File: src/verilog/qrd_pkg.sv
`default_nettype none

package qrd_pkg;

    // ==============================
    // Host line and addressing
    // ==============================
    localparam int LINE_BITS        = 512;
    localparam int LINE_OFFSET_BITS = 6;
    localparam int BYTE_ADDR_BITS   = 48;
    localparam int LINE_ADDR_BITS   = BYTE_ADDR_BITS - LINE_OFFSET_BITS;

    // Lane geometry
    localparam int NUM_LANES  = 3;
    localparam int VEC_LEN    = 2;
    localparam int FLOAT_BITS = 32;
    localparam int ROW_BITS   = 3;
    localparam int COL_BITS   = 2;

    // ==============================
    // Register map
    // ==============================
    localparam int CSR_ADDR_BITS = 3;
    localparam int CSR_DATA_BITS = 64;

    localparam logic [CSR_ADDR_BITS-1:0] CSR_IN_ADDR    = 3'd0;
    localparam logic [CSR_ADDR_BITS-1:0] CSR_START      = 3'd1;
    localparam logic [CSR_ADDR_BITS-1:0] CSR_OUT_ADDR   = 3'd2;
    localparam logic [CSR_ADDR_BITS-1:0] CSR_STATUS     = 3'd3;
    // Word 4 is a hole in the map
    localparam logic [CSR_ADDR_BITS-1:0] CSR_LANE_CLEAR = 3'd5;

    // ==============================
    // Lane payloads
    // ==============================
    typedef logic [VEC_LEN-1:0][FLOAT_BITS-1:0] vec_t;

    // Write fields sit above the read fields
    typedef struct packed {
        logic                wr_en;
        logic [ROW_BITS-1:0] wr_row;
        logic [COL_BITS-1:0] wr_col;
        vec_t                wr_vec;
        logic                rd_en;
        logic [ROW_BITS-1:0] rd_row;
        logic [COL_BITS-1:0] rd_col;
    } lane_cmd_t;

    typedef struct packed {
        logic valid;
        vec_t vec;
    } lane_reply_t;

    // Slot widths within a host line, lane 0 at the bottom
    localparam int LANE_CMD_BITS   = $bits(lane_cmd_t);
    localparam int LANE_REPLY_BITS = $bits(lane_reply_t);

endpackage

`default_nettype wire

File: src/verilog/qrd_lane_store.sv
`timescale 1ns/1ps
`default_nettype none

module qrd_lane_store #(
    parameter int ROW_BITS = qrd_pkg::ROW_BITS,
    parameter int COL_BITS = qrd_pkg::COL_BITS
) (
    input  logic                 clk,
    input  logic                 is_reset_signal_written,
    input  logic                 lane_clear,
    input  logic                 cmd_valid,
    input  qrd_pkg::lane_cmd_t   cmd,
    output qrd_pkg::lane_reply_t reply
);
    import qrd_pkg::*;

    localparam int ROWS = 1 << ROW_BITS;
    localparam int COLS = 1 << COL_BITS;

    vec_t                      store [ROWS][COLS];
    logic [ROWS-1:0][COLS-1:0] entry_valid;
    logic [ROW_BITS-1:0]       wr_row;
    logic [COL_BITS-1:0]       wr_col;
    logic [ROW_BITS-1:0]       rd_row;
    logic [COL_BITS-1:0]       rd_col;
    logic                      do_write;
    logic                      do_read;
    logic                      rd_valid_q;
    vec_t                      rd_vec_q;

    assign wr_row   = ROW_BITS'(cmd.wr_row);
    assign wr_col   = COL_BITS'(cmd.wr_col);
    assign rd_row   = ROW_BITS'(cmd.rd_row);
    assign rd_col   = COL_BITS'(cmd.rd_col);
    assign do_write = cmd_valid && cmd.wr_en;
    assign do_read  = cmd_valid && cmd.rd_en;

    // Entry valid bits, all dropped on a clear
    always_ff @(posedge clk) begin
        if (is_reset_signal_written) begin
            entry_valid <= '0;
            rd_valid_q  <= 1'b0;
        end else begin
            rd_valid_q <= do_read;
            if (lane_clear) begin
                entry_valid <= '0;
            end else if (do_write) begin
                entry_valid[wr_row][wr_col] <= 1'b1;
            end
        end
    end

    // Read sees the old entry when it hits the one being written
    always_ff @(posedge clk) begin
        if (do_write) begin
            store[wr_row][wr_col] <= cmd.wr_vec;
        end
        if (cmd_valid) begin
            rd_vec_q <= (do_read && entry_valid[rd_row][rd_col]) ? store[rd_row][rd_col] : '0;
        end
    end

    assign reply = '{valid: rd_valid_q, vec: rd_vec_q};

    // Clear is blocked while a job runs
    no_cmd_during_clear: assert property (@(posedge clk) disable iff (is_reset_signal_written)
        !(cmd_valid && lane_clear));

endmodule

`default_nettype wire

File: config.mk
export PLATFORM = sky130hd
export DESIGN_NAME = qrd_lane_store
export DESIGN_NICKNAME = d
export VERILOG_FILES = /design/src/verilog/qrd_pkg.sv /design/src/verilog/qrd_lane_store.sv
export SDC_FILE = /design/constraint.sdc
export NUM_CORES = 2
export LEC_CHECK = 0
export BUFFER_PORTS_ARGS = -buffer_cell sky130_fd_sc_hd__buf_2
export CORE_UTILIZATION = 30
export DETAILED_ROUTE_END_ITERATION = 8
export PLACE_DENSITY = 0.53
export SLEW_MARGIN = 30
export SYNTH_ARGS = -nofsm -noshare
export SYNTH_HDL_FRONTEND = slang
export SYNTH_SLANG_ARGS = --single-unit
File: constraint.sdc
create_clock -name clk -period 13.83 [get_ports clk]
set_input_delay 2.766 -clock clk [delete_from_list [all_inputs] [get_ports clk]]
set_output_delay 2.766 -clock clk [all_outputs]
set_load 0.005 [all_outputs]
== Word level (Yosys, flattened, before mapping) ==
Memory sizes are Yosys's and may differ from the RTL's.
Index checks and enable logic that the tools add are counted.
Word-level totals
  bits in writable memories: 2048
  output and inout port bits: 65
  memories kept: 1
  register bits: 97
  word-level logic and storage cells: 46
Memories
  store: words 8, bits a word 256, rd ports 1, clocked after Yosys merged registers in 0, write ports 1, RTL line qrd_lane_store.sv:20  | vec_t store [ROWS][COLS];
Cells by class
  reduce and logical (&&, ||, !) cells: 7
  mux-type cells: 15
  bitwise gates (word level): 3
  order comparisons: 9
Operators by type and width (number)
  $mux W256: 1
  $mux W64: 3
  $bmux W64 S2: 1
  $demux W64 S2: 1
  $or A32 B32 Y32: 1
  $bmux W4 S3: 1
  $demux W4 S3: 1
  $lt A3 B4 Y1 const B: 2
  $mux W4: 2
  $ge A3 B3 Y1 const B: 2
  $logic_and A1 B1 Y1: 6
  $lt A2 B3 Y1 const B: 2
  $not A2 Y3: 2
  $ge A3 B1 Y1 const B: 1
  $lt A3 B1 Y1 const B: 1
  $mux W1: 3
  $bmux W1 S2: 1
  $demux W1 S2: 1
  $ge A2 B1 Y1 const B: 1
  $reduce_or A2 Y1: 1

== Depth between registers and ports, before layout ==
  depth after elaboration: 7
  mapped depth: 10
  mapped depth without buffers: 5

== Worst setup path after synthesis ==
OpenSTA, ideal clock, no wires.
  path type: input to register
  from: in cmd[71] (netlist name)
  to: mem store[3][192] (netlist name) (enable)
  slack: 7.305 ns
  data arrival time: 6.037 ns
  setup time: 0.488 ns
  data required time: 13.342 ns
  path buffers: 1
  stages on the path: 3
  path through: or3_1 clkbuf_1 nor2_1
On the way
  word-level cells in the longest chain between the ends: 6
  elaborated cells between the ends (all ways): 7
  those cells by class: 2 x order compare; 3 x mux; 1 x bitwise; 1 x reduce/logical
Ends and longest elaborated chain
  start, declared: RTL line qrd_lane_store.sv:12  | input qrd_pkg::lane_cmd_t cmd,
  $not A2 Y3 (implied by the code) *: RTL line qrd_lane_store.sv:56  | store[wr_row][wr_col] <= cmd.wr_vec;
  $ge A3 B3 Y1 (implied by the code) or $lt A3 B1 Y1 (tied branches): RTL line qrd_lane_store.sv:56
  $logic_and A1 B1 Y1 (implied by the code): RTL line qrd_lane_store.sv:56
  $mux W64 (implied by the code): RTL line qrd_lane_store.sv:56
  $demux W64 S2 *: RTL line qrd_lane_store.sv:56
  $mux W256 (implied by the code) *: RTL line qrd_lane_store.sv:56
  end, declared: RTL line qrd_lane_store.sv:20
Every way passes the cells marked *; elsewhere a longest branch is shown, timed or not.

== Worst setup path in the final report ==
  from: in cmd_valid
  to: mem store[4][80] (netlist name) (enable)
On the way
  word-level cells in the longest chain between the ends: 3
Ends and longest elaborated chain
  start, declared: RTL line qrd_lane_store.sv:11  | input logic cmd_valid,
  $logic_and A1 B1 Y1: RTL line qrd_lane_store.sv:35  | assign do_write = cmd_valid && cmd.wr_en;
  $mux W1: RTL line qrd_lane_store.sv:55  | if (do_write) begin
  $mux W256 (implied by the code): RTL line qrd_lane_store.sv:56
Every way passes these cells.

==> run metrics <==
Reg power frac 53.6%; Critical Path AT 6.60 ns; Synth Flop Type edfxtp_1; placed cell areas 0.0880 mm2; Cell Pwr Density 142 mW/mm2; Clk pwr share 41.8%; # port buffers 144; initial antenna violation count 40; LEAKAGE 0.0296 uW; maximum clock insertion buffer count 4; outcome finished clean; hold_buf cts 0; Avg Cell Area, Syn 21.9 um2; Root Driver clkbuf_16; syn_nets 3862; data required time of the worst path 14.27 ns; grt ovf 0; most used cell, CP buf_4; core region area 0.274 mm2; max_cap viols 0; antenna-violating nets left 0; CP max FO 32; Final Instance Area 0.0949 mm2; Via density 5.01; Sink Count 2145; final hold violations 0; Fillers 25400; nets@finish 4110; multi-input logic area 0.0176 mm2; num ports 145; grt peak-use layer met2; die area 0.278 mm2; max frequency 0.162 GHz; Setup violations, final 0; first-pass GRT wire length 316000 um; cell count after synthesis 3782; non-filler cells, final 7901; Int Power 10600 uW; met3 Usage GRT 3.41%; Netlist Area Pre-Place 0.0828 mm2; met1 Use GR 21.1%; worst path cell trace buf_4 -> nand4b_1 -> nor2_4 -> buf_4 -> buf_4; final wirelength 227000 um; Reg area 0.0641 mm2; Post-DP HPWL 115000 um; Yosys warnings 0; clock skew 0.0725 ns; Logic pwr share 4.6%; Final Core Density 34.6%; fin crit share 44.5%; Post-synth EDFFs 2112; Synth cell types 45; CTS buffer count 215; top cells by area, synth edfxtp_1 77%, mux4_2 9.9%, mux2i_1 3.1%, mux2_2 2.1%, a221oi_2 0.92%; critical path's slowest cell nor2_4; Synth top area share 76.6%; switch share 21.2%; placed cell count 7493; row count 192; NetSw 2850 uW; ys async rst share 0%; initial core utilization 30.2%; Die Width 527 um; pin count of the biggest net entering global routing 122; Global Route Usage Sum 16.0%; # Post-CTS Setup Buffers 0; Synth-to-Final Area Change 14.6%; Seq/Total Area, Yosys 77.4%; drt wl/cell 28.7 um; cts repair resizes 0; CTS tree yes; flops & latches, synth 2145; layout cells sized above 1 28.4%; vias in the first global route 41000; CP Launch Type input pin; Final GP Congestion 0.718; GR Layer Usage met2 26.7%; drt drc 0; most common cell in the netlist edfxtp_1; Reg clk slew, reported paths 0.06 ns; min-delay worst type reg -> reg; Crit path largest cell delay 1.02 ns; setup_tns 0 ns; H-tree lvl count 4; CP Class in -> reg; max_slew headroom 31.9%; Pins Over Slew Limit 0; fin crit period 6.16 ns; Setup crit end kind register; Worst VDD drop 0.0000967 V; RSZ-0062 raised after global routing no; Yosys top cell by area edfxtp_1; Iter 0 DRT Violations 3825; slew at the pin closest to its max-slew limit 1.02 ns; 1st-pass router iterations 5; DR vias 39600; Skew-Pair Late Insertion Delay 0.88 ns; Post-synth top cells 2112 x edfxtp_1, 365 x mux4_2, 254 x mux2i_1; Die Span Y 527 um
==> cells by family (layout without fill, tap and decap cells) <==
group / count (synthesis) / after routing / share of synthesized area (%)
AO/OA/AOI/OAI: 421 / 421 / 4.26
buffers and inverters: 225 / 645 / 1.73
flip-flops: 2145 / 2145 / 77.4
multiplexers: 778 / 778 / 15.3
other: 0 / 13 / 0
AND/OR/NAND/NOR: 213 / 213 / 1.33
==> per-layer routing <==
layer / share of wire [%] / up-vias / wire length (um)
met3: 6.5 / 342 / 14700
met2: 49 / 1143 / 110000
met1: 43 / 21500 / 96600
li1: - / 16600 / -
met5: 0.052 / - / 119
met4: 2.3 / 20 / 5280
==> sequential cells by signal, indices dropped and copies added (netlist names) <==
name,flops
entry_valid,32
rd_valid_q,1
reply,64
store,2048
==> worst max-delay path: cells and delay by family <==
kind / cells / cell delay [ns]
buf+inv: 3 / 1.86
simple gates: 2 / 1.88
==> power by group through the flow <==
stage	logic [uW]	clock network [uW]	registers (uW)
after floorplan	380	0	7340
after global placement	619	0	7350
after detailed placement	628	0	7350
after CTS	629	5730	7210
after global routing	667	5960	7210
final	622	5630	7210
==> worst paths after layout <==
| path | from | to | slack, ns | cells past startpoint |
|---|---|---|---|---|
| worst min-delay path | entry_valid[7]$_SDFFE_PP0N_ | entry_valid[7]$_SDFFE_PP0N_ | 0.46 | 1 |
| worst max register to register | entry_valid[15]$_SDFFE_PP0N_ | reply[3]$_SDFFCE_PN0P_ | 10.61 | 6 |
| worst max-delay path | cmd_valid | store[4][80]$_DFFE_PP_ | 7.67 | 5 |
| worst min register to register | entry_valid[7]$_SDFFE_PP0N_ | entry_valid[7]$_SDFFE_PP0N_ | 0.46 | 1 |
==> per-stage QoR <==
| step | worst slack [ns] | hold slack, ns | power [uW] |
|---|---|---|---|
| floorplan | 7.31 | 0.432 | 7720 |
| global placement | 6.16 | 0.440 | 7960 |
| detailed placement | 6.31 | 0.445 | 7970 |
| CTS | 7.19 | 0.459 | 13600 |
| global route | 7.58 | 0.471 | 13800 |
| finish | 7.67 | 0.456 | 13500 |
==> cell type report <==
type | count | area share (%)
clock buffers | 277 | 6.04
diodes | 13 | 0.0343
multi-input cells | 1412 | 18.5
flip-flops and latches | 2145 | 67.5
well taps | 3686 | 4.86
clock inverters | 112 | 0.996
inverters | 1 | 0.00396
repair buffers | 255 | 2.00
==> placed cells by master, fill, tap and decap left out, types with 6 or more instances in the layout <==
cell type / n
a2111oi_2: 26
a211o_1: 12
a21oi_1: 51
a221o_1: 25
a221oi_1: 13
a221oi_2: 51
a22oi_1: 42
a32o_1: 10
buf_12: 6
buf_16: 9
buf_2: 138
buf_4: 87
buf_6: 11
bufinv_16: 15
clkbuf_1: 54
clkbuf_16: 218
clkinv_1: 37
clkinv_2: 45
clkinvlp_4: 7
dfxtp_1: 33
diode_2: 13
edfxtp_1: 2112
inv_6: 6
mux2_2: 152
mux2i_1: 254
mux4_1: 7
mux4_2: 365
nand2_1: 13
nand2b_1: 14
nand3_1: 16
nand3b_1: 18
nor2_1: 20
nor2_4: 33
nor3_1: 64
nor4_1: 10
o21a_1: 32
o21ai_0: 23
o21ai_1: 44
o221ai_1: 31
o22ai_1: 57
No activity file was read; power rests on OpenSTA's default activity.
