$ cat src/verilog/qrd_pkg.sv
`default_nettype none

package qrd_pkg;

    // ==============================
    // Host line and addressing
    // ==============================
    localparam int LINE_BITS        = 512;
    localparam int LINE_OFFSET_BITS = 6;
    localparam int BYTE_ADDR_BITS   = 48;
    localparam int LINE_ADDR_BITS   = BYTE_ADDR_BITS - LINE_OFFSET_BITS;

    // Lane geometry
    localparam int NUM_LANES  = 3;
    localparam int VEC_LEN    = 2;
    localparam int FLOAT_BITS = 32;
    localparam int ROW_BITS   = 3;
    localparam int COL_BITS   = 2;

    // ==============================
    // Register map
    // ==============================
    localparam int CSR_ADDR_BITS = 3;
    localparam int CSR_DATA_BITS = 64;

    localparam logic [CSR_ADDR_BITS-1:0] CSR_IN_ADDR    = 3'd0;
    localparam logic [CSR_ADDR_BITS-1:0] CSR_START      = 3'd1;
    localparam logic [CSR_ADDR_BITS-1:0] CSR_OUT_ADDR   = 3'd2;
    localparam logic [CSR_ADDR_BITS-1:0] CSR_STATUS     = 3'd3;
    // Word 4 is a hole in the map
    localparam logic [CSR_ADDR_BITS-1:0] CSR_LANE_CLEAR = 3'd5;

    // ==============================
    // Lane payloads
    // ==============================
    typedef logic [VEC_LEN-1:0][FLOAT_BITS-1:0] vec_t;

    // Write fields sit above the read fields
    typedef struct packed {
        logic                wr_en;
        logic [ROW_BITS-1:0] wr_row;
        logic [COL_BITS-1:0] wr_col;
        vec_t                wr_vec;
        logic                rd_en;
        logic [ROW_BITS-1:0] rd_row;
        logic [COL_BITS-1:0] rd_col;
    } lane_cmd_t;

    typedef struct packed {
        logic valid;
        vec_t vec;
    } lane_reply_t;

    // Slot widths within a host line, lane 0 at the bottom
    localparam int LANE_CMD_BITS   = $bits(lane_cmd_t);
    localparam int LANE_REPLY_BITS = $bits(lane_reply_t);

endpackage

`default_nettype wire

$ cat src/verilog/qrd_job_ctrl.sv
`timescale 1ns/1ps
`default_nettype none

module qrd_job_ctrl #(
    parameter int NUM_LANES = qrd_pkg::NUM_LANES
) (
    input  logic                                  clk,
    input  logic                                  is_reset_signal_written,
    input  logic                                  start,
    input  logic [qrd_pkg::LINE_ADDR_BITS-1:0]    in_line_addr,
    input  logic [qrd_pkg::LINE_ADDR_BITS-1:0]    out_line_addr,
    input  logic                                  mem_ack,
    input  logic [qrd_pkg::LINE_BITS-1:0]         mem_dat_r,
    input  qrd_pkg::lane_reply_t [NUM_LANES-1:0]  lane_reply,
    output logic                                  mem_cyc,
    output logic                                  mem_stb,
    output logic                                  mem_we,
    output logic [qrd_pkg::LINE_ADDR_BITS-1:0]    mem_adr,
    output logic [qrd_pkg::LINE_BITS-1:0]         mem_dat_w,
    output qrd_pkg::lane_cmd_t [NUM_LANES-1:0]    lane_cmd,
    output logic                                  lane_cmd_valid,
    output logic                                  busy,
    output logic                                  done,
    output logic [7:0]                            job_count
);
    import qrd_pkg::*;

    typedef enum logic [2:0] {
        ST_IDLE,
        ST_FETCH,
        ST_APPLY,
        ST_COLLECT,
        ST_STORE
    } state_t;

    state_t               state;
    logic                 bus_phase;
    logic [LINE_BITS-1:0] result_line;

    // Bus requests live only in the fetch and store states
    assign bus_phase = (state == ST_FETCH) || (state == ST_STORE);
    assign mem_cyc   = bus_phase;
    assign mem_stb   = bus_phase;
    assign mem_we    = (state == ST_STORE);
    assign busy      = (state != ST_IDLE);

    // Reply k at k * 65, upper bits zero
    always_comb begin
        result_line = '0;
        for (int k = 0; k < NUM_LANES; k++) begin
            result_line[k*LANE_REPLY_BITS +: LANE_REPLY_BITS] = lane_reply[k];
        end
    end

    // ==============================
    // Job sequencing
    // ==============================
    always_ff @(posedge clk) begin
        if (is_reset_signal_written) begin
            state          <= ST_IDLE;
            lane_cmd_valid <= 1'b0;
            done           <= 1'b0;
            job_count      <= '0;
        end else begin
            lane_cmd_valid <= 1'b0;
            case (state)
                ST_IDLE: begin
                    if (start) begin
                        state <= ST_FETCH;
                        done  <= 1'b0;
                    end
                end
                ST_FETCH: begin
                    if (mem_ack) begin
                        state          <= ST_APPLY;
                        lane_cmd_valid <= 1'b1;
                    end
                end
                // Lane stores register their replies here
                ST_APPLY: begin
                    state <= ST_COLLECT;
                end
                ST_COLLECT: begin
                    state <= ST_STORE;
                end
                ST_STORE: begin
                    if (mem_ack) begin
                        state     <= ST_IDLE;
                        done      <= 1'b1;
                        job_count <= job_count + 8'd1;
                    end
                end
                default: begin
                    state <= ST_IDLE;
                end
            endcase
        end
    end

    // Addresses, command slices and result line
    always_ff @(posedge clk) begin
        if ((state == ST_IDLE) && start) begin
            mem_adr <= in_line_addr;
        end
        if ((state == ST_FETCH) && mem_ack) begin
            for (int k = 0; k < NUM_LANES; k++) begin
                lane_cmd[k] <= mem_dat_r[k*LANE_CMD_BITS +: LANE_CMD_BITS];
            end
        end
        if (state == ST_COLLECT) begin
            mem_adr   <= out_line_addr;
            mem_dat_w <= result_line;
        end
    end

    stb_implies_cyc: assert property (@(posedge clk) disable iff (is_reset_signal_written)
        mem_stb |-> mem_cyc);

    // A request waiting for ack holds still
    req_held_until_ack: assert property (@(posedge clk) disable iff (is_reset_signal_written)
        (mem_stb && !mem_ack) |=> (mem_stb && $stable(mem_adr) && $stable(mem_we)));

endmodule

`default_nettype wire

$ cat config.mk
export PLATFORM = sky130hd
export DESIGN_NAME = qrd_job_ctrl
export DESIGN_NICKNAME = d
export VERILOG_FILES = /design/src/verilog/qrd_pkg.sv /design/src/verilog/qrd_job_ctrl.sv
export SDC_FILE = /design/constraint.sdc
export NUM_CORES = 1
export LEC_CHECK = 0
export ABC_AREA = 1
export BUFFER_PORTS_ARGS = -buffer_cell sky130_fd_sc_hd__buf_2
export CAP_MARGIN = 20
export CORE_AREA = 2 2 618 620
export CTS_CLUSTER_SIZE = 16
export DETAILED_ROUTE_END_ITERATION = 8
export DIE_AREA = 0 0 620 622
export GPL_TIMING_DRIVEN = 0
export PLACE_DENSITY = 0.3
export SETUP_SLACK_MARGIN = 0.3
export SYNTH_ARGS = -nofsm -noshare
export SYNTH_HDL_FRONTEND = slang
export SYNTH_SLANG_ARGS = --single-unit
$ cat constraint.sdc
create_clock -name clk -period 22.1 [get_ports clk]
set_input_delay 2.21 -clock clk [delete_from_list [all_inputs] [get_ports clk]]
set_output_delay 2.21 -clock clk [all_outputs]
set_load 0.005 [all_outputs]
; ---- Word level (Yosys, flattened, before mapping)
; Index checks and enable logic that the tools add are counted.
[op_classes]
shifts = 0
eq_ne = 7
order_cmp = 0
addsub = 1
mux = 10
bitwise = 1
n_reduce_logical = 11
div = 0
multipliers = 0
[op_table]
columns = cell, n
row1 = 2-to-1 mux 42 bit, 2
row2 = one-hot mux 3 bit (5 select lines), 1
row3 = 2-to-1 mux 3 bit, 3
row4 = adder 8 x 1 -> 8 bit (second input constant), 1
row5 = == test 3 x 2 -> 1 bit (second input constant), 2
row6 = inequality test 2 bit (second input constant), 3
row7 = AND reduction 3 bit, 2
row8 = nonzero test 2 bit, 2
row9 = == test 3 x 1 -> 1 bit (second input constant), 1
row10 = == test 3 bit (second input constant), 1
row11 = logical NOT 3 bit, 1
row12 = 2-to-1 mux 1 bit, 3
row13 = nonzero test 3 bit, 1
row14 = logical AND 1 bit, 2
row15 = one-hot mux 1 bit (2 select lines), 1
row16 = AND reduction 2 bit, 1
row17 = OR reduction 2 bit, 1
row18 = logical OR 1 bit, 1
row19 = NOT 1 bit, 1
[word_totals]
n_memories = 0
latchBits = 0
rom_bits = 0
ram_bits = 0
reg_bits = 478
input_bits = 795
elab_cells = 60

; ---- Depth between registers and ports, before layout
[logic_depth]
ltp_word = 4
ltp_mapped = 7
mapped_depth_nobuf = 7

; ---- Worst setup path before layout
; No wires, ideal clock.
[synth_timing]
path_kind = input port to flip-flop
from = in mem_ack
to = reg lane_cmd[0] in the netlist's numbering, enable pin
path_stages = 2
t_required_ns = 21.279
setup_ns = 0.821
path_slack_ns = 9.512
arrival_time_ns = 11.767
path_buffers = 0
cell_sequence = inv_1 > nor2_1
[synth_between]
elab_chain_len = 1
[synth_lines]
columns = item, line_no
row1 = from (decl), qrd_job_ctrl.sv:12  ; input logic mem_ack,
row2 = logical AND 1 bit, qrd_job_ctrl.sv:105  ; if ((state == ST_FETCH) && mem_ack) begin
row3 = "to (signal, indexed assignment)", qrd_job_ctrl.sv:107  ; lane_cmd[k] <= mem_dat_r[k*LANE_CMD_BITS +: LANE_CMD_BITS];
row4 = to (decl), qrd_job_ctrl.sv:20  ; output qrd_pkg::lane_cmd_t [NUM_LANES-1:0] lane_cmd,
; No other way between the ends.
; A chain may end at the register's enable or synchronous reset.

; ---- Worst setup path after layout
[layout_timing]
from = reg state[2]
to = out mem_stb
[layout_between]
elab_chain_len = 2
elab_cells_between_ends = 3
classes_between = eq/ne (2) / reduce/logical (1)
[layout_lines]
columns = item, line_no
row1 = from (decl), qrd_job_ctrl.sv:36  ; state_t state;
row2 = from (signal assigned), qrd_job_ctrl.sv:60  ; state <= ST_IDLE;
row3 = from (signal assigned), qrd_job_ctrl.sv:69  ; state <= ST_FETCH;
row4 = from (signal assigned), qrd_job_ctrl.sv:75  ; state <= ST_APPLY;
row5 = == test 3 x 1 -> 1 bit or == test 3 bit (tied branches), qrd_job_ctrl.sv:41  ; assign bus_phase = (state == ST_FETCH) || (state == ST_STORE);
row6 = logical OR 1 bit *, qrd_job_ctrl.sv:41
row7 = to (decl), qrd_job_ctrl.sv:16  ; output logic mem_stb,
; Mark *: on every way between the ends. The rest lies on a longest branch, timed or not.

==> results.toml <==
[power_and_ir_drop]
p_int_mw = 1.78
power_frac_seq_pct = 43.3
leakagePower_nw = 12.8
ir_drop_mv = 0.0506
p_sw_share_pct = 26.1
p_clk_share_pct = 48.3
power_frac_comb_pct = 8.4
power_mw = 2.41
p_switching_mw = 0.630
powerDensity_nw_per_um2 = 73.9

[final_layout]
fin_util_pct = 8.63
num-fill-cells = 44000
layout_common_cells = "991 x buf_2, 465 x edfxtp_1, 318 x buf_4"
fin_nets = 3191
drive_gt1_share_pct = 58.8
final_common_cell = "buf_2"
synthToLayoutAreaGrowth_pct = 86.3

[setup_path]
cpLargestDelayFamily = "buffers and inverters"
path_depth = 5
r2r_cells = 8
path_cells = "inv_2, nand3_1, nand2_1, buf_4, buf_2"
path_max_fanout = 5
path_buf_inv = 3
critPathArrivalTime_ns = 1.96
crit_start = "state[2]"
r2r_slack_ns = 19.18
reg2reg_from = "state[2]"
startpoint_type = "register"
max_stage_delay_ns = 0.47
end_kind = "output pin"
rr_endpoint = "lane_cmd[56]"
critPathRequiredTime_ns = 19.89
crit_type = "register to output pin"
critPathSlowestCell = "dfxtp_1"

[logic_synthesis]
synth.cell_area_um2 = 17500
synthCells = 1010
ys.flop_type = "edfxtp_1"
synth-seq-area-share_pct = 81.2
yosysUniqueCellTypes = 23
synth_warnings = 0
avgSynthCellArea_um2 = 17.3
async_flop_share_pct = 0
yosys_register_bits = 478
synth_edf_count = 465

[sta]
finalHoldViolCount = 0
max_freq_mhz = 240
maxSlewViolCount = 0
rsz0062_at_grt = "false"
worstMarginPinSlew_ns = 0.840
maxSlewHeadroom_pct = 43.9
skew_ns = 0.0268
setup_viol = 0
finalCritPeriodShare_pct = 18.8
min_period_ns = 4.17
final.setup.tns_ns = 0

[detailed_routing]
postRouteAntennaNets = 0
drc = 0
wl_per_cell_um = 19.5
drtPass1Iterations = 5
via_per_inst = 1.79
drt_iter0_markers = 628
routed_wl_mm = 146
vias = 13500

[run_status]
status = "finished, final reports clean"

[global_routing]
grt_max_degree = 91
grt_pass1_wl_mm = 172
grt_usage_pct = 7.22
grt_pass1_vias = 13300
gr-total-overflow = 0
grt_antenna_before_repair = 177

[place]
io_buffer_count = 988
gp_congestion = 0.762
place_hpwl_mm = 128

[clock_tree]
clock_tree.buffer_depth = 3
path_clk_slew_ns = 0.05
cts_root_buffer = "clkbuf_16"
numCtsBuffers = 68
cts_tree = "done"
postCtsSetupBuffers = 0
cts.htree.levels = 3
ctsResizeCount = 0
cts_sinks = 478
clkLatencyLatePin_ns = 0.68
cts_hold_buf = 0

[floorplanning]
rows = 226
die_w_um = 620
die_area_um2 = 386000
core_um2 = 378000
start_util_pct = 4.63
pin_count = 1591
chipHeight_um = 622

[job]
max_cap_viol_count = 0

[worst_hold_path]
hold_start = "done"
worst_hold_path.num_cells = 2
worstHoldPathType = "register to register"
holdPathEnd = "done"
## cells by family after synthesis
| logic type | Yosys count | synth area share (%) |
|---|---|---|
| flip-flops | 478 | 81.2 |
| buffers and inverters | 340 | 14.3 |
| AND/OR/NAND/NOR | 181 | 4.14 |
| AO/OA/AOI/OAI | 9 | 0.271 |
| adder cells (fa/ha/maj) | 1 | 0.0714 |
| other | 1 | 0.0214 |
## power by group through the flow
stage          logic [mW]  registers, mW  clock network [mW]
2_1_floorplan      0.0738           1.08                   0
3_3_place_gp        0.199           1.08                   0
3_5_place_dp        0.207           1.06                   0
4_1_cts             0.208           1.04                1.24
5_1_grt             0.224           1.05                1.26
6_report            0.204           1.04                1.16
## worst max path at each step
stage,slack (ns),end
after floorplan,9.51,lane_cmd[0]
after global placement,1.89,lane_cmd[109]
after detailed placement,17.27,lane_cmd[109]
after CTS,17.79,mem_stb
after global routing,17.73,mem_stb
final,17.93,mem_stb
## Yosys cell counts, types with 2 or more instances
cell / number / area share [%]
edfxtp_1: 465 / 80
buf_4: 318 / 14
nand2_1: 150 / 3.2
dfxtp_1: 13 / 1.5
nor2_1: 13 / 0.28
inv_1: 11 / 0.24
a21oi_1: 7 / 0.20
nand3_1: 7 / 0.20
buf_2: 4 / 0.11
buf_6: 4 / 0.26
nor3_1: 3 / 0.086
inv_2: 2 / 0.043
nand4_1: 2 / 0.071
nor2_4: 2 / 0.13
## sequential cells by signal, indices dropped and copies added (netlist names)
name and cells:
done 1, lane_cmd_valid 1, mem_dat_w 195, lane_cmd 228, state 3, mem_adr 42, job_count 8
## area by class of cell
type                       count  area (um^2)  area share [%]
antenna                       57          143           0.437
timing repair buffer         999         5190            15.9
sequential                   478        14200            43.6
tap                         5016         6280            19.2
multi-input combinational    508         1990            6.10
buffer                       327         2470            7.56
inverter                      13         48.8           0.150
clock inverter                38          450            1.38
clock buffer                  84         1840            5.65
## metrics by stage
| stage | hold slack (ns) | instance area, um^2 | setup slack, ns | cells |
|---|---|---|---|---|
| after global routing | 0.486 | 32600 | 17.73 | 7499 |
| after detailed placement | 0.457 | 30200 | 17.27 | 7341 |
| after floorplan | 0.457 | 18700 | 9.51 | 1326 |
| after global placement | 0.457 | 29900 | 1.89 | 7330 |
| after CTS | 0.465 | 32500 | 17.79 | 7463 |
| final | 0.464 | 32600 | 17.93 | 7520 |
## worst register-to-register path: stages, from the launching register on
cell and delay, ns:
dfxtp_1 0.38, inv_2 0.13, nand3_1 0.15, nor2_4 0.68, buf_12 0.28, buf_12 0.24, buf_12 0.28, buf_16 0.24
buf_12 0.22
## layer usage
metal,part of all wire (%),track usage (%),vias up
li1,-,-,5784
met1,30,6.32,6261
met2,54,14.1,1028
met3,12,3.52,321
met4,4.0,2.39,62
met5,0.27,0,-
Power figures use the tool's default switching activity.
