<file path="src/verilog/qrd_pkg.sv">
`default_nettype none

package qrd_pkg;

    // ==============================
    // Host line and addressing
    // ==============================
    localparam int LINE_BITS        = 512;
    localparam int LINE_OFFSET_BITS = 6;
    localparam int BYTE_ADDR_BITS   = 48;
    localparam int LINE_ADDR_BITS   = BYTE_ADDR_BITS - LINE_OFFSET_BITS;

    // Lane geometry
    localparam int NUM_LANES  = 3;
    localparam int VEC_LEN    = 2;
    localparam int FLOAT_BITS = 32;
    localparam int ROW_BITS   = 3;
    localparam int COL_BITS   = 2;

    // ==============================
    // Register map
    // ==============================
    localparam int CSR_ADDR_BITS = 3;
    localparam int CSR_DATA_BITS = 64;

    localparam logic [CSR_ADDR_BITS-1:0] CSR_IN_ADDR    = 3'd0;
    localparam logic [CSR_ADDR_BITS-1:0] CSR_START      = 3'd1;
    localparam logic [CSR_ADDR_BITS-1:0] CSR_OUT_ADDR   = 3'd2;
    localparam logic [CSR_ADDR_BITS-1:0] CSR_STATUS     = 3'd3;
    // Word 4 is a hole in the map
    localparam logic [CSR_ADDR_BITS-1:0] CSR_LANE_CLEAR = 3'd5;

    // ==============================
    // Lane payloads
    // ==============================
    typedef logic [VEC_LEN-1:0][FLOAT_BITS-1:0] vec_t;

    // Write fields sit above the read fields
    typedef struct packed {
        logic                wr_en;
        logic [ROW_BITS-1:0] wr_row;
        logic [COL_BITS-1:0] wr_col;
        vec_t                wr_vec;
        logic                rd_en;
        logic [ROW_BITS-1:0] rd_row;
        logic [COL_BITS-1:0] rd_col;
    } lane_cmd_t;

    typedef struct packed {
        logic valid;
        vec_t vec;
    } lane_reply_t;

    // Slot widths within a host line, lane 0 at the bottom
    localparam int LANE_CMD_BITS   = $bits(lane_cmd_t);
    localparam int LANE_REPLY_BITS = $bits(lane_reply_t);

endpackage

`default_nettype wire

</file>
<file path="src/verilog/qrd_csr_regs.sv">
`timescale 1ns/1ps
`default_nettype none

module qrd_csr_regs (
    input  logic                               clk,
    input  logic                               is_reset_signal_written,
    input  logic                               csr_cyc,
    input  logic                               csr_stb,
    input  logic                               csr_we,
    input  logic [qrd_pkg::CSR_ADDR_BITS-1:0]  csr_adr,
    input  logic [qrd_pkg::CSR_DATA_BITS-1:0]  csr_dat_w,
    input  logic                               busy,
    input  logic                               done,
    input  logic [7:0]                         job_count,
    output logic                               csr_ack,
    output logic [qrd_pkg::CSR_DATA_BITS-1:0]  csr_dat_r,
    output logic [qrd_pkg::LINE_ADDR_BITS-1:0] in_line_addr,
    output logic [qrd_pkg::LINE_ADDR_BITS-1:0] out_line_addr,
    output logic                               start,
    output logic                               lane_clear
);
    import qrd_pkg::*;

    logic                     access;
    logic                     wr_access;
    logic [CSR_DATA_BITS-1:0] rd_data;

    // Byte address from the CPU to line address
    function automatic logic [LINE_ADDR_BITS-1:0] to_line_addr(
        input logic [CSR_DATA_BITS-1:0] data
    );
        logic [BYTE_ADDR_BITS-1:0] byte_addr;
        byte_addr = data[BYTE_ADDR_BITS-1:0];
        return byte_addr[BYTE_ADDR_BITS-1:LINE_OFFSET_BITS];
    endfunction

    function automatic logic [CSR_DATA_BITS-1:0] to_csr_word(
        input logic [LINE_ADDR_BITS-1:0] line_addr
    );
        logic [BYTE_ADDR_BITS-1:0] byte_addr;
        byte_addr = {line_addr, {LINE_OFFSET_BITS{1'b0}}};
        return CSR_DATA_BITS'(byte_addr);
    endfunction

    // New access only when no ack is pending
    assign access    = csr_cyc && csr_stb && !csr_ack;
    assign wr_access = access && csr_we;

    always_comb begin
        case (csr_adr)
            CSR_IN_ADDR:  rd_data = to_csr_word(in_line_addr);
            CSR_OUT_ADDR: rd_data = to_csr_word(out_line_addr);
            CSR_STATUS:   rd_data = CSR_DATA_BITS'({job_count, 6'b0, done, busy});
            default:      rd_data = '0;
        endcase
    end

    always_ff @(posedge clk) begin
        if (is_reset_signal_written) begin
            csr_ack    <= 1'b0;
            start      <= 1'b0;
            lane_clear <= 1'b0;
        end else begin
            csr_ack    <= access;
            start      <= wr_access && (csr_adr == CSR_START);
            // Stores must not be wiped under a running job
            lane_clear <= wr_access && (csr_adr == CSR_LANE_CLEAR) && !busy;
        end
    end

    always_ff @(posedge clk) begin
        if (wr_access && (csr_adr == CSR_IN_ADDR)) begin
            in_line_addr <= to_line_addr(csr_dat_w);
        end
        if (wr_access && (csr_adr == CSR_OUT_ADDR)) begin
            out_line_addr <= to_line_addr(csr_dat_w);
        end
        if (access && !csr_we) begin
            csr_dat_r <= rd_data;
        end
    end

    // Master keeps stb up through the ack cycle
    ack_needs_stb: assert property (@(posedge clk) disable iff (is_reset_signal_written)
        csr_ack |-> csr_stb);

endmodule

`default_nettype wire

</file>
<file path="config.mk">
export PLATFORM = sky130hd
export DESIGN_NAME = qrd_csr_regs
export DESIGN_NICKNAME = d
export VERILOG_FILES = /design/src/verilog/qrd_pkg.sv /design/src/verilog/qrd_csr_regs.sv
export SDC_FILE = /design/constraint.sdc
export NUM_CORES = 1
export LEC_CHECK = 0
export BUFFER_PORTS_ARGS = -buffer_cell sky130_fd_sc_hd__buf_4
export CAP_MARGIN = 10
export CORE_UTILIZATION = 46
export CTS_CLUSTER_DIAMETER = 80
export DETAILED_ROUTE_END_ITERATION = 8
export GPL_TIMING_DRIVEN = 0
export PLACE_DENSITY_LB_ADDON = 0.3
export SYNTH_ARGS = -nofsm -noshare
export SYNTH_HDL_FRONTEND = slang
export SYNTH_SLANG_ARGS = --single-unit
</file>
<file path="constraint.sdc">
create_clock -name clk -period 7.9 [get_ports clk]
set_input_delay 1.185 -clock clk [delete_from_list [all_inputs] [get_ports clk]]
set_output_delay 1.185 -clock clk [all_outputs]
set_load 0.02 [all_outputs]
</file>
After elaboration in Yosys (flattened, before gate mapping)
Cells that the tools add are included.
W data, S select, Z words.
Storage, ports and cells
  flip-flop bits (word level): 151
  input port bits: 82
  output and inout bits: 151
  word-level logic and storage cells: 24
Cells by class
  eq/ne operators: 4
  multiplexer cells: 1
  reduce and logical (&&, ||, !) cells: 13
Operators with widths (count)
  $pmux W48 S3: 1
  $logic_and A1 B1 Y1: 9
  $eq A3 B2 Y1 const B: 2
  $eq A3 B1 Y1 const B: 1
  $eq A3 B3 Y1 const B: 1
  $logic_not A1 Y1: 3
  $logic_not A3 Y1: 1

Depth between registers and ports, before layout
Gate-level depths: netlist of run 1.
  depth after elaboration: 5
  mapped depth: 4

Worst setup path before layout of run 1
No wires, ideal clock.
  path type: input to register
  start: in csr_adr[1] (netlist bit)
  end: reg out_line_addr[0] (netlist bit) (enable)
  setup time: 0.561 ns
  arrival: 5.885 ns
  required time: 7.339 ns
  path slack: 1.454 ns
  stages: 3
  path buffers: 2
  cells stage by stage: buf_6 buf_2 nor4b_1
Between the ends
  cells in the longest elaborated chain, start to end: 2
RTL lines
  start: declaration: RTL line qrd_csr_regs.sv:10  | input logic [qrd_pkg::CSR_ADDR_BITS-1:0] csr_adr,
  $eq A3 B2 Y1: RTL line qrd_csr_regs.sv:75  | if (wr_access && (csr_adr == CSR_OUT_ADDR)) begin
  $logic_and A1 B1 Y1: RTL line qrd_csr_regs.sv:75
  end signal: assignment: RTL line qrd_csr_regs.sv:76  | out_line_addr <= to_line_addr(csr_dat_w);
  end: declaration: RTL line qrd_csr_regs.sv:18  | output logic [qrd_pkg::LINE_ADDR_BITS-1:0] out_line_addr,
Every way passes these cells.
A chain may end at the register's enable or synchronous reset.

Final worst setup path of run 1
  start: in csr_adr[1] (netlist bit)
  end: reg in_line_addr[13] (netlist bit) (enable)
Between the ends
  cells in the longest elaborated chain, start to end: 2
RTL lines
  $logic_not A3 Y1: RTL line qrd_csr_regs.sv:72  | if (wr_access && (csr_adr == CSR_IN_ADDR)) begin
  $logic_and A1 B1 Y1: RTL line qrd_csr_regs.sv:72
  end signal: assignment: RTL line qrd_csr_regs.sv:73  | in_line_addr <= to_line_addr(csr_dat_w);
  end: declaration: RTL line qrd_csr_regs.sv:17  | output logic [qrd_pkg::LINE_ADDR_BITS-1:0] in_line_addr,
Every way passes these cells.

==> flow_summary.ini, run 1 <==
[setup_path]
crit_top_cell = buf_4
path_cells = buf_4, buf_6, buf_2, nor4_2, buf_4, buf_6, buf_4
worst-path-buf-inv = 6
cp-start-kind = primary input
worst_path_max_delay_cell = nor4_2
required_ns = 8.12
cp-end-kind = flop
worstPathMaxFanout = 10
crit_family = buffers and inverters
cp_slowest_stage_delay_ns = 0.87
worst-endpoint-arrival_ns = 3.19
path_class = in -> reg

[floorplanning]
start_util_pct = 48.1
ios = 233
die-area_um2 = 10700
core-area_um2 = 9860
die_w_um = 104
fp.dieH_um = 104
rows = 36

[yosys]
synth_compound_area_share_pct = 8.68
synth_mux_area_share_pct = 1.69
synthAdderAreaFrac_pct = 0
synth-seq-area-share_pct = 82.3
mappedNetlistArea_um2 = 4740
synthSimpleGateAreaFrac_pct = 2.56
ys_ff_latch = 131
ys_types = 26
post_synth.cell_area_avg_um2 = 20.1
synthXorXnorAreaFrac_pct = 0
yosys_warnings = 0
synth_top_family_by_area = compound AO/OA/AOI/OAI gates
netlist_instances = 236

[sta]
fin_hold_ws_ns = 0.565
period_needed_ns = 2.97
hold_viol = 0
fin_skew_ns = 0.00536
setup_tns_ns = 0
setup_viol = 0
relSlewSlack_pct = 32.0
finalMaxSlewViolations = 0
rsz0062_at_grt = no
clock.fmax_ghz = 0.337
tightestPinTransition_ns = 1.01
period_share_pct = 37.6

[cts]
root_buffer = clkbuf_8
htree_levels = 4
post_cts_buffers = 0
postCtsResizedCells = 0
cts_sinks = 131
numCtsBuffers = 17
cts_tree = built
postCtsHoldBufs = 0
clk_pin_slew_ns = 0.06
clk_latency_ns = 0.51
clockBufferDepth = 2

[pwr]
p_leak_nw = 2.86
max-vdd-ir-drop_mv = 0.174
p_per_area_nw_per_um2 = 236

[routing]
drt_iter0_markers = 98
vias = 3047
antenna_left = 0
first_pass_iters = 5
drt-vias-per-instance = 4.91
drcViolationCount = 0
wl_per_cell_um = 17.0
routed_wl_um = 10500

[cells_and_area]
regArea_um2 = 3900
diodes = 0
multi_input_area_um2 = 708
final_cell_mix = buf_4 (218), edfxtp_1 (128), a22o_1 (34), conb_1 (20), clkbuf_16 (16)
area_growth_pct = 50.4
postLayoutCellArea_um2 = 7130
final_layout_size_suffix_gt1_share_pct = 54.2
final_cells = 620
final_common_cell = buf_4
final.fill_count = 655
final_nets = 556

[grt]
grt_antenna_before_repair = 0
overflow = 0
grt_max_degree = 26
grt_pass1_vias = 3110
grt_pass1_wl_um = 16100
grt_util_all_layers_pct = 20.2

[status]
status = finished clean

[placement]
place_inst = 588
placed_area_um2 = 6530
gp_congestion = 0.772
dpl.hpwl_um = 7590
port_buffers = 189

[job]
drv_cap = 0

[hold_path]
hp-class = reg -> reg
-- power by group --
group / internal, W / switching, W / total [W]
Clock: 0.000510 / 0.000286 / 0.000796
Sequential: 0.000775 / 0.00000366 / 0.000779
Combinational: 0.0000507 / 0.0000553 / 0.000106
Total: 0.00134 / 0.000345 / 0.00168
-- logic make-up (layout without fill, tap and decap cells) --
kind of cell,after synthesis,after routing
AND/OR/NAND/NOR,15,15
multiplexers,8,8
buffers and inverters,32,264
other,1,20
AO/OA/AOI/OAI,49,49
flip-flops,131,131
-- worst reg2reg max path, delay by kind of cell, from the launching register on --
family                 cells  cell delay, ns
AND/OR/NAND/NOR            2            1.16
buffers and inverters      3            0.65
flip-flops                 1            0.32
-- Yosys cell counts (all sizes together) --
| cell type | n | area, um2 |
|---|---|---|
| a211oi | 7 | 52.6 |
| a21boi | 7 | 52.6 |
| a22o | 34 | 298 |
| buf | 31 | 218 |
| conb | 1 | 3.75 |
| dfxtp | 3 | 60.1 |
| edfxtp | 128 | 3840 |
| inv | 1 | 3.75 |
| mux2i | 8 | 80.1 |
| nand2 | 1 | 3.75 |
| nand2b | 1 | 6.26 |
| nand3b | 1 | 7.51 |
| nand4b | 1 | 8.76 |
| nor2 | 2 | 7.51 |
| nor3 | 2 | 15.0 |
| nor3b | 3 | 33.8 |
| nor4 | 1 | 6.26 |
| nor4b | 2 | 23.8 |
| o32ai | 1 | 8.76 |
| or3b | 1 | 8.76 |
-- cell type report --
type / instances / area share (%)
Clock buffer: 18 / 5.86
Multi-Input combinational cell: 92 / 9.93
Clock inverter: 14 / 2.60
Tap cell: 133 / 2.33
Buffer: 31 / 3.05
Sequential cell: 131 / 54.7
Timing Repair Buffer: 200 / 21.4
Inverter: 1 / 0.0526
-- worst paths after layout --
kind,startpoint,to,slack [ns],depth (start not counted)
worst max-delay path,csr_adr[1],in_line_addr[13]$_DFFE_PP_,4.93,7
worst min-delay path,out_line_addr[31]$_DFFE_PP_,csr_dat_r[37]$_DFFE_PP_,0.56,1
worst max register to register,csr_ack$_SDFF_PP0_,out_line_addr[23]$_DFFE_PP_,5.47,5
worst min register to register,out_line_addr[31]$_DFFE_PP_,csr_dat_r[37]$_DFFE_PP_,0.56,1
-- stage by stage --
step / power (W) / utilization [%] / worst slack (ns)
final: 0.00168 / 72.3 / 4.93
after global placement: 0.000895 / 64.9 / -1.32
after global routing: 0.00173 / 72.3 / 4.87
after floorplan: 0.000848 / - / 1.45
after detailed placement: 0.000899 / 66.2 / 4.44
after CTS: 0.00169 / 72.3 / 4.95
-- sequential cells by signal, indices dropped and copies added, names as in the netlist --
register	flops
csr_dat_r	44
in_line_addr	42
out_line_addr	42
csr_ack	1
lane_clear	1
start	1
-- routing by layer --
metal  track usage, %  wire length (um)  vias to the layer above
met5                0                 0                        -
met1             20.7              3830                     1489
met2             35.6              5500                      147
met3             8.37              1030                       16
li1                 -                 -                     1395
met4             9.63               169                        0
(Power assumes the default switching activity.)
==> run 2, diff against run 1 <==
==> constraint.sdc (replaced) <==
create_clock -name clk -period 2.8 [get_ports clk]
set_input_delay 0.42 -clock clk [delete_from_list [all_inputs] [get_ports clk]]
set_output_delay 0.42 -clock clk [all_outputs]
set_load 0.02 [all_outputs]
==> run 2 against run 1 <==
Worst hold slack lost 0.49 ns. Die area is the same. First-iteration DRC count grew 38%. Global-route usage grew 0.056 points. Core utilization grew 0.14 points. Clock skew grew 0.0012 ns. Critical path depth shrank 3. Sequential share of layout area shrank 0.11 points. Critical path type is now reg -> reg. Via count shrank 0.49%. Highest routed layer unchanged. Worst setup slack lost 4.3 ns.
==> flow_summary.ini, run 2 (synthesis gave the netlist of run 1 again) <==
[cells_and_area]
final_common_cell = buf_4
top_register = csr_dat_r
final_cell_mix = buf_4 (212), edfxtp_1 (128), a22o_1 (34), conb_1 (20), clkbuf_16 (16)
postLayoutCellArea_um2 = 7150
largest_register_ffs = 44
reg_top3 = csr_dat_r: 44 flops, in_line_addr: 42 flops, out_line_addr: 42 flops
area_growth_pct = 50.7
final_nets = 552
diodes = 0
fin_util_pct = 72.4
final_layout_size_suffix_gt1_share_pct = 53.4

[sta]
finalMaxSlewViolations = 0
period_needed_ns = 2.18
period_share_pct = 77.9
fin_skew_ns = 0.00655
fin_hold_ws_ns = 0.0756
relSlewSlack_pct = 51.2
tightestPinTransition_ns = 0.727
setup_tns_ns = 0
clock.fmax_ghz = 0.459
rsz0062_at_grt = no
setup_viol = 0
hold_viol = 0
finalWorstSetupSlack_ns = 0.619

[cts]
clk_latency_ns = 0.51
postCtsHoldBufs = 0
postCtsResizedCells = 0
cts_tree = built
htree_levels = 4
clockBufferDepth = 2
cts_sinks = 131
clk_pin_slew_ns = 0.06
post_cts_buffers = 0
numCtsBuffers = 17
root_buffer = clkbuf_8

[routing]
vias = 3032
drcViolationCount = 0
drt-vias-per-instance = 4.92
antenna_left = 0
first_pass_iters = 4
drt_iter0_markers = 135
wl_per_cell_um = 17.2
routed_wl_um = 10600

[setup_path]
ff2ff_setup_slack_ns = 0.62
path_depth = 4
required_ns = 3.01
worst-endpoint-arrival_ns = 2.39
path_class = reg -> reg
crit_family = simple AND/OR/NAND/NOR gates
worst_path_max_delay_cell = nor4b_4
path_cells = nand4b_1, nor4b_4, buf_6, buf_6
cp-end-kind = flop
worst-path-buf-inv = 2
r2r.worst_path.cells = 4
r2r_start = csr_ack$_SDFF_PP0_
r2r-end = out_line_addr[14]$_DFFE_PP_
cp_slowest_stage_delay_ns = 0.72
cp-start-kind = flop
worstPathMaxFanout = 14
crit_top_cell = buf_6

[placement]
pre_cts_ws_ns = 0.434
placed_area_um2 = 6530
port_buffers = 189
gp_congestion = 0.734
dpl.hpwl_um = 7530

[grt]
grt_max_degree = 24
grt_pass1_vias = 3111
grt_util_all_layers_pct = 20.2
grt_antenna_before_repair = 0
grt_pass1_wl_um = 16100
overflow = 0

[hold_path]
hold_depth = 2
min_to = csr_ack$_SDFF_PP0_
hp-class = in -> reg
min-delay-start = is_reset_signal_written

[status]
status = finished clean

[pwr]
p_per_area_nw_per_um2 = 670
max-vdd-ir-drop_mv = 0.430
p_leak_nw = 2.87

[job]
drv_cap = 0

[floorplanning]
rows = 36
start_util_pct = 48.1
core-area_um2 = 9860
die-area_um2 = 10700
ios = 233
fp.dieH_um = 104
die_w_um = 104
==> run 2: cell count changes in the layout (fill, tap and decap cells not counted), moves of 2 or more <==
cell        delta
clkbuf_1       +4
clkinvlp_4     -3
clkinv_1       -2
buf_4          -6
inv_6          -2
buf_6          +2
==> run 2: power breakdown <==
group | switching, W | internal [W]
Clock | 0.000755 | 0.00153
Sequential | 0.0000104 | 0.00219
Combinational | 0.000159 | 0.000144
Total | 0.000925 | 0.00386
==> run 2: worst max-delay path by stage <==
stage                                  start                           to  slack [ns]
after floorplan                   csr_adr[1]    in_line_addr[0]$_DFFE_PP_       -0.78
after global placement            csr_adr[1]   in_line_addr[19]$_DFFE_PP_       -2.34
after detailed placement          csr_adr[1]   in_line_addr[21]$_DFFE_PP_        0.43
after CTS                 csr_ack$_SDFF_PP0_  out_line_addr[14]$_DFFE_PP_        0.59
after global routing      csr_ack$_SDFF_PP0_  out_line_addr[14]$_DFFE_PP_        0.50
final                     csr_ack$_SDFF_PP0_  out_line_addr[14]$_DFFE_PP_        0.62
==> run 2: worst reg2reg max path: stages, from the launching register on <==
cell and delay [ns]:
dfxtp_1 0.32, nand4b_1 0.38, nor4b_4 0.72, buf_6 0.26
buf_6 0.20
==> run 2: final cells by class <==
cell class	instances	area [um2]
fillers	648	2720
plain buffers	31	218
inverters	1	3.75
clock buffers	22	433
repair buffers	196	1510
multi-input cells	92	726
flip-flops and latches	131	3900
well taps	133	166
clock inverters	10	181
==> run 2: stage by stage <==
step,total power (W),instances
2_1_floorplan,0.00239,255
3_3_place_gp,0.00253,577
3_5_place_dp,0.00254,584
4_1_cts,0.00482,616
5_1_grt,0.00493,616
6_report,0.00479,616
==> run 2: layer usage <==
metal	GRT usage, %	vias to the layer above	part of all wire [%]
met5	0	-	0
met1	22.4	1473	37
met3	8.75	11	10
met2	34.0	159	52
li1	-	1389	-
met4	8.70	0	1.0
==> run 3, diff against run 2 <==
--- a/config.mk
+++ b/config.mk
@@ -5,9 +5,10 @@
 export SDC_FILE = /design/constraint.sdc
 export NUM_CORES = 1
 export LEC_CHECK = 0
+export ABC_AREA = 1
 export BUFFER_PORTS_ARGS = -buffer_cell sky130_fd_sc_hd__buf_4
 export CAP_MARGIN = 10
-export CORE_UTILIZATION = 46
+export CORE_UTILIZATION = 42
 export CTS_CLUSTER_DIAMETER = 80
 export DETAILED_ROUTE_END_ITERATION = 8
 export GPL_TIMING_DRIVEN = 0
==> constraint.sdc (replaced) <==
create_clock -name clk -period 1.8 [get_ports clk]
set_input_delay 0.27 -clock clk [delete_from_list [all_inputs] [get_ports clk]]
set_output_delay 0.27 -clock clk [all_outputs]
set_load 0.02 [all_outputs]
==> run 3 against run 2 <==
Highest routed layer unchanged. Synthesized cell count grew 41%. Via count grew 19%. Critical path type unchanged. Global-route usage up 0.93 points.
==> flow_summary.ini, run 3 <==
[routing]
drt_iter0_markers = 231
routed_wl_um = 12600
drcViolationCount = 0
drt-vias-per-instance = 4.98
wl_per_cell_um = 17.5
antenna_left = 0
vias = 3595
first_pass_iters = 4

[grt]
grt_antenna_before_repair = 0
grt_util_all_layers_pct = 21.2
grt_max_degree = 28
overflow = 0
grt_pass1_vias = 3601
grt_pass1_wl_um = 18200

[floorplanning]
fp.dieH_um = 110
start_util_pct = 43.2
rows = 39
die-area_um2 = 12200
die_w_um = 110
ios = 233
core-area_um2 = 11400

[setup_path]
worst-endpoint-arrival_ns = 1.82
required_ns = 1.92
path_cells = inv_2, nand4_1, nor2_4, clkbuf_16
cp-end-kind = flop
cp-start-kind = flop
worst_path_max_delay_cell = nand4_1
cp_slowest_stage_delay_ns = 0.44
path_class = reg -> reg
worstPathMaxFanout = 22

[placement]
port_buffers = 189
dpl.hpwl_um = 8590
gp_congestion = 0.792
placed_area_um2 = 6710

[cts]
numCtsBuffers = 17
htree_levels = 4
clk_pin_slew_ns = 0.06
root_buffer = clkbuf_16
cts_tree = built
cts_sinks = 131
clk_latency_ns = 0.41
postCtsHoldBufs = 0
clockBufferDepth = 2

[sta]
setup_viol = 0
relSlewSlack_pct = 59.0
period_share_pct = 94.6
tightestPinTransition_ns = 0.613
finalMaxSlewViolations = 0
fin_skew_ns = 0.00426
rsz0062_at_grt = no
fin_hold_ws_ns = 0.0301
period_needed_ns = 1.70
hold_viol = 0
clock.fmax_ghz = 0.587

[cells_and_area]
area_growth_pct = 49.0
final_nets = 648
fin_util_pct = 64.4
largest_register_ffs = 44
final_layout_size_suffix_gt1_share_pct = 47.3
diodes = 0
reg_top3 = csr_dat_r: 44 flops, in_line_addr: 42 flops, out_line_addr: 42 flops
final.fill_count = 871
final_cell_mix = buf_4 (210), edfxtp_1 (128), nand3_1 (96), nand2_1 (36), conb_1 (20)
top_register = csr_dat_r
postLayoutCellArea_um2 = 7350
final_common_cell = buf_4

[pwr]
p_per_area_nw_per_um2 = 983
p_leak_nw = 3.13
finalPower_w = 0.00723
max-vdd-ir-drop_mv = 0.743

[yosys]
ys_ff_latch = 131
dominantRegCellSynth = edfxtp_1
synthTopCellsByArea = edfxtp_1 (78%), nand3_1 (9.7%), buf_4 (3.0%)
netlist_instances = 332
mappedNetlistArea_um2 = 4930
synth_commonest_cells = edfxtp_1 (128), nand3_1 (96), nand2_1 (36)
ys_async_sr_fraction_pct = 0
synth_top_area_share_pct = 77.9
ys_types = 14
post_synth.cell_area_avg_um2 = 14.9
yosysMostFrequentCell = edfxtp_1
yosysTopAreaCell = edfxtp_1
yosys_warnings = 0
synth-seq-area-share_pct = 79.1
synth-edff-count = 128

[hold_path]
hp-class = in -> reg

[job]
drv_cap = 0

[status]
status = finished clean
==> run 3: cell count changes after synthesis, moves of 2 or more <==
cell / delta
a211oi_1: -7
a21boi_0: -7
a22o_1: -34
buf_2: +9
buf_4: -3
buf_6: +4
inv_1: +5
mux2i_1: -8
nand2_1: +35
nand3_1: +96
nand4_1: +9
nor2_1: +8
nor3b_1: -2
==> run 3: worst max-delay path: cells and delay by family (launching register included) <==
family	cells	cell delay, ns
simple gates	2	0.78
flops	1	0.32
buf+inv	2	0.29
==> run 3: timing repair <==
item	CTS	global route
setup buffers	2	0
endpoints found under the setup margin	44	10
pin swaps	2	1
hold endpoints to repair	0	0
gates resized for setup	1	3
gates cloned	2	0
==> run 3: path summary, 6_finish.rpt <==
check | endpoint | slack [ns] | start | cells after the start
worst max register to register | out_line_addr[21]$_DFFE_PP_ | 0.1 | csr_ack$_SDFF_PP0_ | 4
worst min-delay path | csr_ack$_SDFF_PP0_ | 0.03 | is_reset_signal_written | 2
worst min register to register | csr_dat_r[28]$_DFFE_PP_ | 0.56 | out_line_addr[22]$_DFFE_PP_ | 2
worst max-delay path | out_line_addr[21]$_DFFE_PP_ | 0.1 | csr_ack$_SDFF_PP0_ | 4
==> run 3: layout make-up <==
type	count	area [um2]	area share, %
timing repair buffer	194	1530	20.8
clock inverter	14	156	2.13
clock buffer	18	429	5.84
buffer	41	288	3.91
sequential	131	3910	53.1
multi-input combinational	174	836	11.4
tap	143	179	2.43
inverter	7	26.3	0.357
==> run 3: per-stage QoR <==
stage	setup slack, ns	cells	TNS, ns
6_report	0.0977	722	0
3_3_place_gp	-0.872	683	-78.87
3_5_place_dp	-0.562	686	-37.62
2_1_floorplan	0.0144	351	0
5_1_grt	0.00798	722	0
4_1_cts	-0.0169	722	-0.141
==> run 3: cell families (layout without fill, tap and decap cells) <==
logic type / after synthesis / after routing / share of synthesized area, %
flops: 131 / 131 / 79.1
other cells: 1 / 20 / 0.0760
buf+inv: 48 / 274 / 6.31
simple gates: 152 / 154 / 14.5
==> run 3: layer usage <==
metal,part of all wire [%],global-route usage [%],vias to the layer above
met5,0,0,-
met4,1.7,10.1,0
met1,35,22.8,1710
met2,52,36.8,202
li1,-,-,1668
met3,11,7.76,15
==> run 3: power breakdown <==
part,total [W],leakage (nW),switching [W],internal [W]
sequential,0.00340,1.23,0.0000112,0.00338
clock,0.00336,0.274,0.00131,0.00205
combinational,0.000468,1.63,0.000269,0.000199
